File: src/common/norm_check_consts.svh
// Field and bound constants for the ML-DSA norm check
// Coefficients in memory are assumed fully reduced, that is below NC_Q
// One polynomial fills NC_N / NC_LANES consecutive memory words
`ifndef NORM_CHECK_CONSTS_SVH
`define NORM_CHECK_CONSTS_SVH

// Prime modulus and polynomial size of ML-DSA
`define NC_Q 8380417
`define NC_N 256

// Storage layout, four coefficients share one memory word
`define NC_COEF_W 23
`define NC_LANES 4
`define NC_ADDR_W 10
`define NC_WORDS_PER_POLY (`NC_N / `NC_LANES)

// Width of the read-order shuffle seed
`define NC_RAND_W 6

// Scheme parameters of the supported parameter set
`define NC_GAMMA1 (1 << 19)
`define NC_GAMMA2 261888
`define NC_BETA 120

// Largest value that still counts as positive in centered form
`define NC_HALF_Q ((`NC_Q - 1) / 2)

// A coefficient fails when its centered magnitude reaches the bound
`define NC_BOUND_Z (`NC_GAMMA1 - `NC_BETA)
`define NC_BOUND_R0 (`NC_GAMMA2 - `NC_BETA)
`define NC_BOUND_CT0 (`NC_GAMMA2)

`endif

File: src/common/mldsa_types_pkg.sv
// Vector types shared by the coefficient memory and the norm check
// Lane 0 of a memory word sits in the least significant bits

`include "norm_check_consts.svh"

package mldsa_types_pkg;

    // One coefficient modulo q
    typedef logic [`NC_COEF_W-1:0] coef_t;

    // Word address into the coefficient memory
    typedef logic [`NC_ADDR_W-1:0] mem_addr_t;

    // Four packed coefficients, one memory word
    typedef logic [`NC_LANES*`NC_COEF_W-1:0] mem_word_t;

    // Seed for the read-order shuffle
    typedef logic [`NC_RAND_W-1:0] rand_t;

endpackage

File: src/common/norm_check_pkg.sv
// Enumerations of the norm check block
// Mode encoding 2'd3 is unused and falls back to the ct0 bound

package norm_check_pkg;

    // Which bound the polynomial is checked against
    typedef enum logic [1:0] {
        CHK_Z   = 2'd0,
        CHK_R0  = 2'd1,
        CHK_CT0 = 2'd2
    } chk_norm_mode_e;

    // Read sequencing of the controller
    typedef enum logic [1:0] {
        CHK_IDLE   = 2'd0,
        CHK_RD_MEM = 2'd1,
        CHK_WAIT   = 2'd2,
        CHK_DONE   = 2'd3
    } chk_read_state_e;

endpackage

File: src/norm_check/norm_check_unit.sv
// Bound compare of four coefficients per cycle with a sticky invalid flag
// Read data is expected one cycle after check_enable
// The invalid flag holds until the next enable and is valid with done
`timescale 1ns/10ps

`include "norm_check_consts.svh"

module norm_check_unit
    import mldsa_types_pkg::*;
    import norm_check_pkg::*;
(
    input  logic           clk,
    input  logic           reset_n,
    input  logic           zeroize,

    input  logic           norm_check_enable,
    input  logic           check_enable,
    input  chk_norm_mode_e check_mode,
    input  logic           norm_check_done,
    input  mem_word_t      rd_data,

    output logic           norm_invalid,
    output logic           done
);

    logic                 check_valid;
    coef_t                bound;
    logic [`NC_LANES-1:0] lane_over;

    // Bound for the latched mode
    always_comb begin
        case (check_mode)
            CHK_Z:   bound = coef_t'(`NC_BOUND_Z);
            CHK_R0:  bound = coef_t'(`NC_BOUND_R0);
            CHK_CT0: bound = coef_t'(`NC_BOUND_CT0);
            default: bound = coef_t'(`NC_BOUND_CT0);
        endcase
    end

    // Centered magnitude per lane
    // Values above (q-1)/2 stand for negative numbers, their magnitude is q - c
    for (genvar i = 0; i < `NC_LANES; i++) begin : g_lane
        coef_t coef;
        coef_t magnitude;

        assign coef      = rd_data[i*`NC_COEF_W +: `NC_COEF_W];
        assign magnitude = (coef <= coef_t'(`NC_HALF_Q)) ? coef
                                                          : coef_t'(`NC_Q) - coef;
        assign lane_over[i] = (magnitude >= bound);
    end

    always_ff @(posedge clk or negedge reset_n) begin
        if (!reset_n) begin
            check_valid  <= 1'b0;
            norm_invalid <= 1'b0;
            done         <= 1'b0;
        end else if (zeroize) begin
            check_valid  <= 1'b0;
            norm_invalid <= 1'b0;
            done         <= 1'b0;
        end else begin
            // Lines the read request up with the returning memory word
            check_valid <= check_enable;

            // The last word is compared in the same cycle as the controller's done
            done <= norm_check_done;

            if (norm_check_enable) begin
                norm_invalid <= 1'b0;
            end else if (check_valid && (|lane_over)) begin
                norm_invalid <= 1'b1;
            end
        end
    end

    // Every word that is compared must come from a written memory location
    assert property (@(posedge clk) disable iff (!reset_n || zeroize)
        check_valid |-> !$isunknown(rd_data))
        else $error("norm check compared unknown memory data");

endmodule

File: config.mk
export PLATFORM = sky130hd
export DESIGN_NAME = norm_check_unit
export DESIGN_NICKNAME = d
export VERILOG_FILES = /design/src/common/mldsa_types_pkg.sv /design/src/common/norm_check_pkg.sv /design/src/norm_check/norm_check_unit.sv
export VERILOG_INCLUDE_DIRS = /design/src /design/src/common
export SDC_FILE = /design/constraint.sdc
export NUM_CORES = 1
export LEC_CHECK = 0
export BUFFER_PORTS_ARGS = -buffer_cell sky130_fd_sc_hd__buf_2
export CORE_MARGIN = 5
export CORE_UTILIZATION = 30
export DETAILED_ROUTE_END_ITERATION = 8
export PLACE_DENSITY_LB_ADDON = 0.2
export SLEW_MARGIN = 25
export SYNTH_ARGS = -nofsm -noshare
export SYNTH_HDL_FRONTEND = slang
export SYNTH_SLANG_ARGS = --single-unit
File: constraint.sdc
create_clock -name clk -period 3.4 [get_ports clk]
set_clock_uncertainty 0.05 [all_clocks]
set_input_delay 0.17 -clock clk [delete_from_list [all_inputs] [get_ports clk]]
set_output_delay 0.17 -clock clk [all_outputs]
set_load 0.02 [all_outputs]
# == Yosys cells after proc, flatten, opt, wreduce, memory -nomap -nowiden ==
# Index checks and enable logic that the tools add are counted.
# totals
word_cells,30
ff_bits,3
input_bits,100
# op_classes
eq_ne,1
n_reduce_logical,4
n_addsub,4
magnitude_cmp,8
n_mux,10
# op_table
cell,count
23-bit greater-or-equal comparator,4
"23-bit by 22-bit less-or-equal comparator with 1-bit output, second input constant",4
23-bit 2-to-1 mux,4
"23-bit subtractor, first input constant",4
19-bit case mux with 2 select lines,1
1-bit 2-to-1 mux,5
4-bit OR reduction,1
3-bit nonzero test,1
"2-bit by 1-bit equality test with 1-bit output, second input constant",1
2-bit logical NOT,1
1-bit logical AND,1

# == Logic depth before layout (Yosys ltp) ==
# depth
word_depth,8
depth_mapped,17
ltp_nobuf,16

# == Least setup slack after synthesis ==
# OpenSTA, ideal clock, no wires.
# synth_timing
path_kind,input-to-reg
start,input port rd_data[47]
end,register norm_invalid
required_time_ns,3.219
setup_slack_ns,-0.050
arrival_time_ns,3.268
path_stages,16
cell_sequence,inv_1 > ha_1 > nor2b_1 > nand4b_1 > a41oi_1 > clkbuf_1 > clkbuf_1 > a31oi_1 > xor2_1 > ha_1 > or4_1 > nor2_1 > nand4_1 > or4_1 > a41oi_1 > a31oi_1
# synth_via
elab_chain_cells,6
word_cells_on_any_way,7
cone_classes,add/sub: 1; order compare: 2; mux: 1; reduce/logical: 3
# synth_lines
element,line,rtl
start: declaration,norm_check_unit.sv:20,"input mem_word_t rd_data,"
23-bit subtractor or 23-bit by 22-bit less-or-equal comparator with 1-bit output (tied branches),"norm_check_unit.sv:48, norm_check_unit.sv:47",
23-bit 2-to-1 mux (*),norm_check_unit.sv:47,assign magnitude = (coef <= coef_t'(`NC_HALF_Q)) ? coef
23-bit greater-or-equal comparator (*),norm_check_unit.sv:49,assign lane_over[i] = (magnitude >= bound);
4-bit OR reduction (*),norm_check_unit.sv:70,end else if (check_valid && (|lane_over)) begin
1-bit logical AND (*),norm_check_unit.sv:70,
3-bit nonzero test (no source line) (*),n/a,
end signal: assignment,norm_check_unit.sv:55,norm_invalid <= 1'b0;
end signal: assignment,norm_check_unit.sv:69,norm_invalid <= 1'b0;
end signal: assignment,norm_check_unit.sv:71,norm_invalid <= 1'b1;
end: declaration,norm_check_unit.sv:22,"output logic norm_invalid,"
# Every way passes the cells marked *; elsewhere a longest branch is shown, timed or not.
# A chain may end at the register's enable or synchronous reset.

# == Worst setup path after layout ==
# layout_timing
start,input port rd_data[51]
end,register norm_invalid
# The elaborated chain is that of the path after synthesis.

==> reports/metrics.yaml <==
critical_path:
  cp-start-kind: "input port"
  crit_required_ns: 3.44
  reg2reg_slack_ns: 1.47
  rr_worst_depth: 6
  cp-end-kind: "flip-flop"
  crit_arrival_ns: 3.33
  reg2reg_to: "norm_invalid$_DFFE_PN0P_"
  path_max_fanout: 2
  worstReg2RegStart: "norm_invalid$_DFFE_PN0P_"
  crit_type: "in2reg"
clocking:
  cts_max_path_buffers: 2
  clk_pin_slew_ns: 0.03
  cts_root_buffer: "clkbuf_8"
  cts_max_level: 1
  cts_tree: "yes"
  cts.sinks: 3
  cts_buffers: 3
  cts_setup_buffers: 0
  clk_latency_ns: 0.22
finish:
  syn_to_final_growth_pct: 33.88
  antennaDiodeCount: 0
  drive_gt1_share_pct: 28.29
  nNetsFinal: 683
  final_util_pct: 41.00
  fill_cells: 1001
run:
  max_cap_viol_count: 0
floorplan:
  core_area_um2: 9153
  die_y_um: 106.7
  io-pin-count: 102
  die_w_um: 106.7
  row_count: 35
  dieArea_um2: 11380
  start_util_pct: 30.62
drt:
  viasPerCell: 5.804
  drt_iter0_markers: 122
  drt_pass1_iterations: 4
  finalWirelength_um: 10180
  dr_total_vias: 3906
  drcViolationCount: 0
  wire_per_inst_um: 15.13
  ant_nets: 0
global_routing:
  grt_usage_pct: 16.92
  antenna_found_initial: 1
  grt_pass1_wl_um: 16570
  grt_overflow: 0
  grt_pass1_vias: 3667
  grt_max_degree: 22
sta:
  slew_viol_final: 0
  fmax_ghz: 0.3032
  period_needed_ns: 3.298
  report.final.hold_viol_count: 0
  fin_crit_sh_pct: 97.00
  worst_slack_ns: 0.1020
  finalSetupViolCount: 0
  rsz0062_at_grt: "false"
  worst_pin_slew_ns: 0.6146
  max_slew_margin_pct: 58.71
power:
  p_switching_uw: 231.7
  combPwrFrac_pct: 72.9
  p_clk_share_pct: 19.8
  seqPwrFrac_pct: 7.4
  cellLeakagePower_uw: 0.001568
  powerDensity_nw_per_um2: 139.5
  power.total_uw: 523.5
  vdd_drop_max_v: 0.00006891
  switching_share_pct: 44.26
  p_int_uw: 291.8
synthesis:
  synth_cell_types: 63
  synthesis.area_um2: 2803
  synth_edf_count: 0
  syn_nets: 550
  ys_warn_count: 0
  yosysSeqAreaShare_pct: 2.679
  ys_seq_elements: 3
  async_reset_ff_share_pct: 100.0
  synthFlopType: "dfrtp_1"
  synth_area_per_cell_um2: 6.518
  syn_inst: 430
placed_design:
  hpwl_um: 8732
  gp_congestion: 0.8748
  port_buffers: 101
  preCtsSetupSlack_ns: -0.1527
min_path:
  worstHoldPathType: "in2reg"
  holdPathStages: 2
  hp-start: "zeroize"
  hold_path_end: "check_valid$_DFF_PN0_"
status:
  status: "completed"
power by group through the flow:
stage | combinational (uW) | clock, uW | sequential [uW]
final | 381 | 103 | 38.5
after CTS | 380 | 106 | 38.4
after floorplan | 195 | 0 | 39.7
after global placement | 372 | 0 | 38.9
after global routing | 430 | 109 | 38.6
after detailed placement | 377 | 0 | 38.8
worst max path at each step:
stage / depth (start not counted) / endpoint / from
6_report: 14 / norm_invalid$_DFFE_PN0P_ / rd_data[51]
5_1_grt: 14 / norm_invalid$_DFFE_PN0P_ / rd_data[51]
2_1_floorplan: 16 / norm_invalid$_DFFE_PN0P_ / rd_data[47]
3_5_place_dp: 14 / norm_invalid$_DFFE_PN0P_ / rd_data[51]
4_1_cts: 14 / norm_invalid$_DFFE_PN0P_ / rd_data[51]
3_3_place_gp: 14 / norm_invalid$_DFFE_PN0P_ / rd_data[51]
cell usage in the layout (no fill, tap or decap), types with 4 or more instances in the layout:
master,synthesis,layout
xnor2_1,13,13
buf_2,1,101
or4_1,11,11
o31ai_1,6,6
nor3_1,27,27
a211oi_1,6,6
buf_4,0,39
nor2_1,43,43
nor4_1,16,16
a31oi_1,12,12
or3_1,8,8
nand4_1,19,19
nor2b_1,10,10
nand2_1,22,22
nand2b_1,8,8
a21o_1,4,4
inv_1,21,21
o22ai_1,7,7
a21oi_1,27,27
mux2_2,5,5
xor2_1,11,11
nand3_1,15,15
o21ai_0,23,23
or2_2,5,5
ha_1,20,20
and3_1,10,10
a41oi_1,5,5
synthesized netlist by cell type (3+ instances only):
cell type  number  area [um^2]
nor2_1         43        161.4
a21oi_1        27        135.1
nor3_1         27        135.1
o21ai_0        23        115.1
nand2_1        22        82.58
inv_1          21        78.83
ha_1           20        250.2
nand4_1        19        118.9
nor4_1         16        100.1
nand3_1        15        75.07
xnor2_1        13        113.9
a31oi_1        12        75.07
clkbuf_1       11        41.29
or4_1          11        82.58
xor2_1         11        96.34
and3_1         10        62.56
nor2b_1        10        62.56
nand2b_1        8        50.05
or3_1           8        50.05
o22ai_1         7        43.79
a211oi_1        6        45.04
o31ai_1         6        45.04
a41oi_1         5        43.79
mux2_2          5        56.30
or2_2           5        31.28
a21o_1          4        30.03
o41ai_1         4        35.03
a21boi_0        3        22.52
dfrtp_1         3        75.07
nand4b_1        3        26.28
nor3b_1         3        22.52
nor4b_1         3        26.28
o2111ai_1       3        26.28
o211ai_1        3        22.52
o311ai_0        3        26.28
worst max-delay path: stages:
cell and delay, ns:
buf_2 0.10, or4_1 0.56, o41ai_2 0.41, buf_4 0.17, nor2_1 0.04, a31oi_1 0.19, xor2_1 0.10, ha_1 0.19
or4_1 0.47, nor2_1 0.11, nand4_1 0.08, or4_1 0.43, a41oi_1 0.21, a31oi_1 0.10
sequential cells by signal (all words and copies together) (netlist names):
name	count
check_valid	1
done	1
norm_invalid	1
per-layer routing:
metal	up-vias	wire length [um]	GRT usage, %	share of wire (%)
met4	2	51	2.283	0.50
met2	133	4805	28.46	47
li1	1977	-	-	-
met5	-	11	0	0.11
met3	6	678	2.468	6.7
met1	1788	4632	23.47	46
final cells by class:
cell class | count | area, um^2 | share of cell area (%)
multi-input cells | 393 | 2606 | 69.46
repair buffers | 141 | 808.3 | 21.54
well taps | 111 | 138.9 | 3.701
inverters | 21 | 78.83 | 2.101
flip-flops and latches | 3 | 75.07 | 2.001
clock buffers | 4 | 45.04 | 1.200
kinds of logic after synthesis:
logic type                 Yosys count  share of synthesized area, %
AOI/OAI and AO/OA                  126                         30.31
buffers and inverters               34                         4.866
DFF                                  3                         2.679
and+or+nand+nor                    216                         42.99
xor gates and xnor gates            24                         7.500
muxes                                7                         2.723
adders and majority gates           20                         8.929
through the flow:
step / hold WS [ns] / area [um^2] / instances / setup TNS (ns)
after floorplan: -0.1756 / 2804 / 430 / 0
after global placement: -0.07238 / 3682 / 668 / -0.04501
after detailed placement: -0.07163 / 3682 / 668 / -0.1527
after CTS: 0.1214 / 3737 / 673 / 0
after global routing: 0.1283 / 3752 / 673 / 0
final: 0.1169 / 3752 / 673 / 0
repair_timing:
action                                  4_1_cts  5_1_grt
endpoints found under the hold margin         3        0
endpoints found under the setup margin        0        1
resized for setup                             0        3
hold buffers                                  1        0
Power figures use the tool's default switching activity.
