--- config.mk ---
export PLATFORM = sky130hd
export DESIGN_NAME = norm_check_ctrl
export DESIGN_NICKNAME = d
export VERILOG_FILES = /design/src/common/mldsa_types_pkg.sv /design/src/common/norm_check_pkg.sv /design/src/norm_check/norm_check_ctrl.sv
export VERILOG_INCLUDE_DIRS = /design/src /design/src/common
export SDC_FILE = /design/constraint.sdc
export NUM_CORES = 1
export LEC_CHECK = 0
export ABC_AREA = 1
export CAP_MARGIN = 0
export CORE_MARGIN = 4
export CORE_UTILIZATION = 57
export CTS_CLUSTER_DIAMETER = 80
export DETAILED_ROUTE_END_ITERATION = 10
export DONT_BUFFER_PORTS = 1
export PLACE_DENSITY_LB_ADDON = 0.1
export SLEW_MARGIN = 15
export SYNTH_ARGS = -nofsm -noshare
export SYNTH_HDL_FRONTEND = slang
export SYNTH_SLANG_ARGS = --single-unit
--- constraint.sdc ---
create_clock -name clk -period 1.7 [get_ports clk]
set_clock_uncertainty 0.1 [all_clocks]
set_input_delay 0.17 -clock clk [delete_from_list [all_inputs] [get_ports clk]]
set_output_delay 0.17 -clock clk [all_outputs]
set_load 0.01 [all_outputs]
--- src/common/norm_check_consts.svh ---
// Field and bound constants for the ML-DSA norm check
// Coefficients in memory are assumed fully reduced, that is below NC_Q
// One polynomial fills NC_N / NC_LANES consecutive memory words
`ifndef NORM_CHECK_CONSTS_SVH
`define NORM_CHECK_CONSTS_SVH

// Prime modulus and polynomial size of ML-DSA
`define NC_Q 8380417
`define NC_N 256

// Storage layout, four coefficients share one memory word
`define NC_COEF_W 23
`define NC_LANES 4
`define NC_ADDR_W 10
`define NC_WORDS_PER_POLY (`NC_N / `NC_LANES)

// Width of the read-order shuffle seed
`define NC_RAND_W 6

// Scheme parameters of the supported parameter set
`define NC_GAMMA1 (1 << 19)
`define NC_GAMMA2 261888
`define NC_BETA 120

// Largest value that still counts as positive in centered form
`define NC_HALF_Q ((`NC_Q - 1) / 2)

// A coefficient fails when its centered magnitude reaches the bound
`define NC_BOUND_Z (`NC_GAMMA1 - `NC_BETA)
`define NC_BOUND_R0 (`NC_GAMMA2 - `NC_BETA)
`define NC_BOUND_CT0 (`NC_GAMMA2)

`endif

--- src/common/mldsa_types_pkg.sv ---
// Vector types shared by the coefficient memory and the norm check
// Lane 0 of a memory word sits in the least significant bits

`include "norm_check_consts.svh"

package mldsa_types_pkg;

    // One coefficient modulo q
    typedef logic [`NC_COEF_W-1:0] coef_t;

    // Word address into the coefficient memory
    typedef logic [`NC_ADDR_W-1:0] mem_addr_t;

    // Four packed coefficients, one memory word
    typedef logic [`NC_LANES*`NC_COEF_W-1:0] mem_word_t;

    // Seed for the read-order shuffle
    typedef logic [`NC_RAND_W-1:0] rand_t;

endpackage

--- src/common/norm_check_pkg.sv ---
// Enumerations of the norm check block
// Mode encoding 2'd3 is unused and falls back to the ct0 bound

package norm_check_pkg;

    // Which bound the polynomial is checked against
    typedef enum logic [1:0] {
        CHK_Z   = 2'd0,
        CHK_R0  = 2'd1,
        CHK_CT0 = 2'd2
    } chk_norm_mode_e;

    // Read sequencing of the controller
    typedef enum logic [1:0] {
        CHK_IDLE   = 2'd0,
        CHK_RD_MEM = 2'd1,
        CHK_WAIT   = 2'd2,
        CHK_DONE   = 2'd3
    } chk_read_state_e;

endpackage

--- src/norm_check/norm_check_ctrl.sv ---
// Read sequencer of the norm check, one memory word per cycle for 64 cycles
// Word order is scrambled by the randomness seed and wraps inside the address space
// A new enable is only accepted from idle
`timescale 1ns/10ps

`include "norm_check_consts.svh"

module norm_check_ctrl
    import mldsa_types_pkg::*;
    import norm_check_pkg::*;
(
    input  logic           clk,
    input  logic           reset_n,
    input  logic           zeroize,

    input  logic           norm_check_enable,
    input  chk_norm_mode_e mode,
    input  rand_t          randomness,
    input  mem_addr_t      mem_base_addr,

    output mem_addr_t      rd_addr,
    output logic           check_enable,
    output chk_norm_mode_e check_mode,
    output logic           norm_check_done
);

    localparam int OFFS_W = $clog2(`NC_WORDS_PER_POLY);

    chk_read_state_e state, state_next;

    mem_addr_t         base_addr;
    logic [OFFS_W-1:0] word_offset;
    logic [OFFS_W-2:0] upper_cnt;
    logic              low_bit;
    logic [OFFS_W-1:0] read_cnt;

    logic last_read;
    logic step_reload;

    // Offset stepping
    // In CHK_RD_MEM the low bit flips and the upper counter advances,
    // in CHK_WAIT the upper bits reload from that counter
    always_ff @(posedge clk or negedge reset_n) begin
        if (!reset_n) begin
            base_addr   <= '0;
            check_mode  <= CHK_Z;
            word_offset <= '0;
            upper_cnt   <= '0;
            low_bit     <= 1'b0;
            read_cnt    <= '0;
        end else if (zeroize) begin
            base_addr   <= '0;
            check_mode  <= CHK_Z;
            word_offset <= '0;
            upper_cnt   <= '0;
            low_bit     <= 1'b0;
            read_cnt    <= '0;
        end else if (norm_check_enable) begin
            base_addr   <= mem_base_addr;
            check_mode  <= mode;
            word_offset <= randomness;
            upper_cnt   <= randomness[OFFS_W-1:1];
            low_bit     <= randomness[0];
            read_cnt    <= '0;
        end else if (check_enable) begin
            if (step_reload) begin
                word_offset <= {upper_cnt, low_bit};
            end else begin
                word_offset <= {word_offset[OFFS_W-1:1], ~low_bit};
                upper_cnt   <= upper_cnt + 1'b1;
            end
            read_cnt <= read_cnt + 1'b1;
        end
    end

    // Each upper value is visited with both low bits, so all 64 offsets appear once
    assign rd_addr     = base_addr + mem_addr_t'(word_offset);
    assign last_read   = (read_cnt == OFFS_W'(`NC_WORDS_PER_POLY - 1));
    assign step_reload = (state == CHK_WAIT);

    always_ff @(posedge clk or negedge reset_n) begin
        if (!reset_n) begin
            state <= CHK_IDLE;
        end else if (zeroize) begin
            state <= CHK_IDLE;
        end else begin
            state <= state_next;
        end
    end

    always_comb begin
        state_next = state;
        case (state)
            CHK_IDLE: begin
                if (norm_check_enable) begin
                    state_next = CHK_RD_MEM;
                end
            end
            CHK_RD_MEM: begin
                state_next = last_read ? CHK_DONE : CHK_WAIT;
            end
            CHK_WAIT: begin
                state_next = last_read ? CHK_DONE : CHK_RD_MEM;
            end
            CHK_DONE: begin
                state_next = CHK_IDLE;
            end
            default: begin
                state_next = CHK_IDLE;
            end
        endcase
    end

    assign check_enable    = (state == CHK_RD_MEM) || (state == CHK_WAIT);
    assign norm_check_done = (state == CHK_DONE);

    // A second enable would corrupt the running check since the sequencer has no queue
    assert property (@(posedge clk) disable iff (!reset_n || zeroize)
        norm_check_enable |-> (state == CHK_IDLE))
        else $error("norm check enabled while busy");

    // Done closes a run of exactly 64 reads and lasts a single cycle
    assert property (@(posedge clk) disable iff (!reset_n || zeroize)
        norm_check_done |-> $past(check_enable) &&
            $past(check_enable, `NC_WORDS_PER_POLY) &&
            !$past(check_enable, `NC_WORDS_PER_POLY + 1))
        else $error("norm check done not after exactly 64 reads");

endmodule

# Word level (Yosys, flattened, before mapping)
# Index checks and enable logic that the tools add are counted.
# W data, S select, Z words.
op_classes:
  addsub: 3
  eq_ne: 6
  n_mux: 22
  bitwise_logic: 1
  reduce_logical: 7
op_table:
  columns: ["cell", "count"]
  rows:
  - ["$mux W6", 7]
  - ["$mux W10", 2]
  - ["$mux W5", 4]
  - ["$add A10 B6 Y10", 1]
  - ["$mux W2", 5]
  - ["$pmux W2 S4", 1]
  - ["$add A6 B1 Y6 const B", 1]
  - ["$eq A6 B6 Y1 const B", 1]
  - ["$ne A3 B3 Y1 const B", 2]
  - ["$reduce_bool A3 Y1", 2]
  - ["$add A5 B1 Y5 const B", 1]
  - ["$eq A2 B2 Y1 const B", 2]
  - ["$reduce_and A2 Y1", 2]
  - ["$mux W1", 3]
  - ["$eq A2 B1 Y1 const B", 1]
  - ["$logic_not A2 Y1", 1]
  - ["$reduce_bool A2 Y1", 1]
  - ["$logic_or A1 B1 Y1", 1]
  - ["$not A1 Y1", 1]
word_totals:
  ff_bits: 32
  in_bits: 22
  output_inout_bits: 14

# Depth between registers and ports, before layout
depth:
  depth_word: 5
  depth_mapped: 8
  mapped_depth_nobuf: 8

# Worst setup path before layout
# OpenSTA, ideal clock, no wires.
synth_path:
  path_kind: "register -> output"
  from: "register base_addr[0]"
  to: "output port rd_addr[8]"
  arrival_time_ns: 1.449
  required_ns: 1.430
  path_slack_ns: -0.019
  path_stages_with_launch: 9
  path_cell_list: "dfrtp_1 ha_1 inv_1 fa_1 o21ai_1 nand2_1 nand2_1 nand2_1 nand2_1"
synth_via:
  elab_chain_len: 1
synth_rtl:
  columns: ["item", "line_no", "source"]
  rows:
  - ["start, declared", "norm_check_ctrl.sv:31", "mem_addr_t base_addr;"]
  - ["start signal, assigned", "norm_check_ctrl.sv:59", "base_addr <= mem_base_addr;"]
  - ["$add A10 B6 Y10", "norm_check_ctrl.sv:77", "assign rd_addr = base_addr + mem_addr_t'(word_offset);"]
  - ["end, declared", "norm_check_ctrl.sv:21", "output mem_addr_t rd_addr,"]
# No other way between the ends.

# Worst setup path after layout
layout_path:
  from: "register word_offset[0]"
  to: "output port rd_addr[8]"
layout_via:
  elab_chain_len: 1
layout_rtl:
  columns: ["item", "line_no", "source"]
  rows:
  - ["start, declared", "norm_check_ctrl.sv:32", "logic [OFFS_W-1:0] word_offset;"]
  - ["start signal, assigned", "norm_check_ctrl.sv:61", "word_offset <= randomness;"]
  - ["start signal, assigned", "norm_check_ctrl.sv:67", "word_offset <= {upper_cnt, low_bit};"]
  - ["start signal, assigned", "norm_check_ctrl.sv:69", "word_offset <= {word_offset[OFFS_W-1:1], ~low_bit};"]
  - ["$add A10 B6 Y10", "norm_check_ctrl.sv:77", null]
# No other way between the ends.

==> qor.json <==
{
  "run_status": {
    "status": "complete, but fails checks",
    "violated_checks": "setup timing"
  },
  "yosys": {
    "yosysTopAreaCell": "dfrtp_1",
    "synthArstFlopShare": 1.00,
    "cell_area_after_synthesis_mm2": 0.00205,
    "ys_dominant_reg_cell": "dfrtp_1",
    "ys_ff_latch": 32,
    "synth_sequential_area_ratio": 0.390,
    "yosys_warnings": 0,
    "share_of_the_synthesized_area_in_the_top_cell_type": 0.390,
    "postSynthNetCount": 308,
    "mean_instance_size_in_the_synthesized_netlist_um2": 7.51,
    "synthesis.instances": 273,
    "synth_edf_count": 0,
    "synth.lib_cells_used.distinct": 31,
    "synth.top_cells.by_area": "dfrtp_1 39%, nand2_1 15%, ha_1 7.3%, nand3_1 7.3%, inv_1 6.8%"
  },
  "timing": {
    "final_period_demand_of_the_worst_path_ns": 2.11,
    "final_critical_path_setup_slack_ns": -0.411,
    "worst-slew-pin-transition_ns": 0.909,
    "setup_violators_final": 9,
    "timing.slew.headroom": 0.394,
    "fmax_mhz": 474,
    "post-route-period-util": 1.24,
    "worst_hold_margin_ns": 0.00816,
    "rsz0062_at_grt": "yes",
    "timing.final.hold_violations": 0,
    "report.final.slew_viol_count": 0
  },
  "placement": {
    "cell_count_after_placement": 320,
    "gpl.final_weighted_congestion": 0.802,
    "port_buffers": 0,
    "place_hpwl_um": 3160
  },
  "worst_setup_path": {
    "critical_path_buf_inv_count": 1,
    "required_ns": 1.43,
    "worst-path-max-fanout": 3,
    "critical_path_arrival_ns": 1.84,
    "worst-r2r-cell-count": 8,
    "rrSetupSlack_ns": 0.07,
    "setup.worst_path.start_class": "register",
    "rr_endpoint": "upper_cnt[3]$_DFFE_PN0P_",
    "worst_path_dominant_cell_family": "adder cells",
    "cells_along_the_critical_path": "ha_2 -> inv_2 -> fa_2 -> o21ai_4 -> nand2_2 -> nand2_1 -> nand2_1 -> nand2_2",
    "r2r-start": "state[1]$_DFFE_PN0P_",
    "crit_path_end_kind": "output port",
    "critical_path_class": "reg -> out",
    "timing.critical_path.slowest_stage_cell": "dfrtp_1",
    "cp_slowest_stage_delay_ns": 0.39
  },
  "clocking": {
    "numCtsBuffers": 5,
    "cts_max_level": 2,
    "cts_root_buffer": "clkbuf_4",
    "cts.path.max_buffers": 2,
    "cts_tree": "done",
    "cts.reportedPaths.clkPinSlew_ns": 0.10,
    "clkSinkCount": 32,
    "clock_latency_ns": 0.34
  },
  "floorplanning": {
    "design.die.area_mm2": 0.00462,
    "die_w_um": 68.0,
    "die_h_um": 68.0,
    "area_of_the_core_mm2": 0.00342,
    "boundaryPins": 36,
    "fp-row-count": 21,
    "start_util": 0.600
  },
  "hold_path": {
    "hold_path_class": "in -> reg",
    "hold-path-cell-count": 4,
    "hp-start": "randomness[1]",
    "worstHoldEndpoint": "upper_cnt[0]$_DFFE_PN0P_"
  },
  "routing": {
    "avg_vias_per_cell": 5.36,
    "drc_violations_left": 0,
    "route.vias.total": 1925,
    "drt_iter0_drc": 120,
    "ant_nets": 0,
    "dr.pass1.iters": 4,
    "final_wirelength_um": 5170,
    "avg_wl_per_cell_um": 14.4
  },
  "pwr": {
    "power.leakage_nw": 1.34,
    "vdd_ir_drop_max_mv": 0.989,
    "finalPower_mw": 2.58,
    "cellPowerDensity_mw_per_mm2": 968
  },
  "cells_and_area": {
    "fillcell_total": 234,
    "finish.net_count": 348,
    "post-route-util": 0.782,
    "instances_no_fill": 359,
    "layout.cells.most_common": "nand2_1",
    "final_cell_mix": "69 x nand2_1, 35 x inv_1, 32 x dfrtp_1",
    "drive_gt1_frac": 0.217,
    "areaGrowthSynthToFinish_pct": 30.3,
    "antenna_cells_inserted": 0
  },
  "grt": {
    "global_route.usage.total": 0.226,
    "grt_max_degree": 33,
    "antenna_found_initial": 0,
    "wire_length_of_the_first_global_routing_pass_um": 7820,
    "number_of_global_route_vias_before_repair": 1738,
    "globalRoute.totalOverflow": 0
  },
  "run": {
    "cap_violations": 0
  }
}
state kept, by name, indices dropped and copies added, names as in the netlist:
name and flops:
base_addr 10, read_cnt 6, word_offset 6, upper_cnt 5, check_mode 2, state 2
low_bit 1
where the power goes:
group	internal, mW	leakage (nW)	switching, mW	total (mW)
sequential	0.866	0.423	0.0934	0.960
clock	0.234	0.0374	0.258	0.492
combinational	0.482	0.876	0.650	1.13
total	1.58	1.34	1.00	2.58
through the flow:
| step | cell area (um2) | setup TNS (ns) | setup slack, ns |
|---|---|---|---|
| after global placement | 2120 | -0.202 | -0.0828 |
| after global routing | 2670 | -3.21 | -0.517 |
| final | 2670 | -2.43 | -0.411 |
| after detailed placement | 2120 | -0.358 | -0.131 |
| after CTS | 2470 | -3.91 | -0.359 |
| after floorplan | 2050 | 0 | 0.0128 |
worst max-delay path by stage:
stage	startpoint	endpoint	slack [ns]	cells after the start
after floorplan	base_addr[0]$_DFFE_PN0P_	rd_addr[8]	0.01	8
after global placement	base_addr[0]$_DFFE_PN0P_	rd_addr[8]	-0.08	8
after detailed placement	base_addr[0]$_DFFE_PN0P_	rd_addr[8]	-0.13	8
after CTS	word_offset[0]$_DFFE_PN0P_	rd_addr[8]	-0.36	8
after global routing	word_offset[0]$_DFFE_PN0P_	rd_addr[6]	-0.52	8
final	word_offset[0]$_DFFE_PN0P_	rd_addr[8]	-0.41	8
worst min-delay path, delay by kind of cell:
family / cells / cell delay [ns]
AO/OA/AOI/OAI: 2 / 0.14
AND/OR/NAND/NOR: 2 / 0.10
cells in the mapped netlist (2+ instances only):
library cell / count
nand3_1: 30
nor2_1: 14
buf_4: 2
o21ai_0: 15
inv_1: 37
dfrtp_1: 32
o211ai_1: 3
nand4_1: 4
nand2_1: 80
o22ai_1: 2
a21oi_1: 12
o21ai_4: 2
nand2_2: 2
xor2_1: 3
o21ai_1: 5
inv_2: 3
buf_2: 2
ha_1: 12
logic make-up after synthesis:
kind of cell / share of synthesized area
XOR/XNOR: 0.0171
AND/OR/NAND/NOR: 0.291
flip-flops: 0.390
adder cells (fa/ha/maj): 0.0830
buffers and inverters: 0.0940
AO/OA/AOI/OAI: 0.124
layer usage:
metal	vias up	GRT usage	routed length [um]
li1	960	-	-
met1	907	0.280	2230
met2	51	0.395	2610
met3	7	0.0509	271
met4	0	0.0571	63
met5	-	0	0
final cells by class:
| class | count | area, um2 | area share |
|---|---|---|---|
| Clock buffer | 7 | 65.1 | 0.0244 |
| Inverter | 41 | 159 | 0.0595 |
| Timing Repair Buffer | 37 | 339 | 0.127 |
| Sequential cell | 32 | 801 | 0.300 |
| Multi-Input combinational cell | 196 | 1250 | 0.468 |
| Tap cell | 46 | 57.6 | 0.0215 |
repair_timing:
item                       4_1_cts  5_1_grt
gates resized for setup         14       24
cloned                           0        1
setup endpoints to repair        9       33
hold buffers                    18        0
pin swaps                        6       10
hold endpoints to repair        56        0
setup buffers                    2       11
Power figures use the tool's default switching activity.
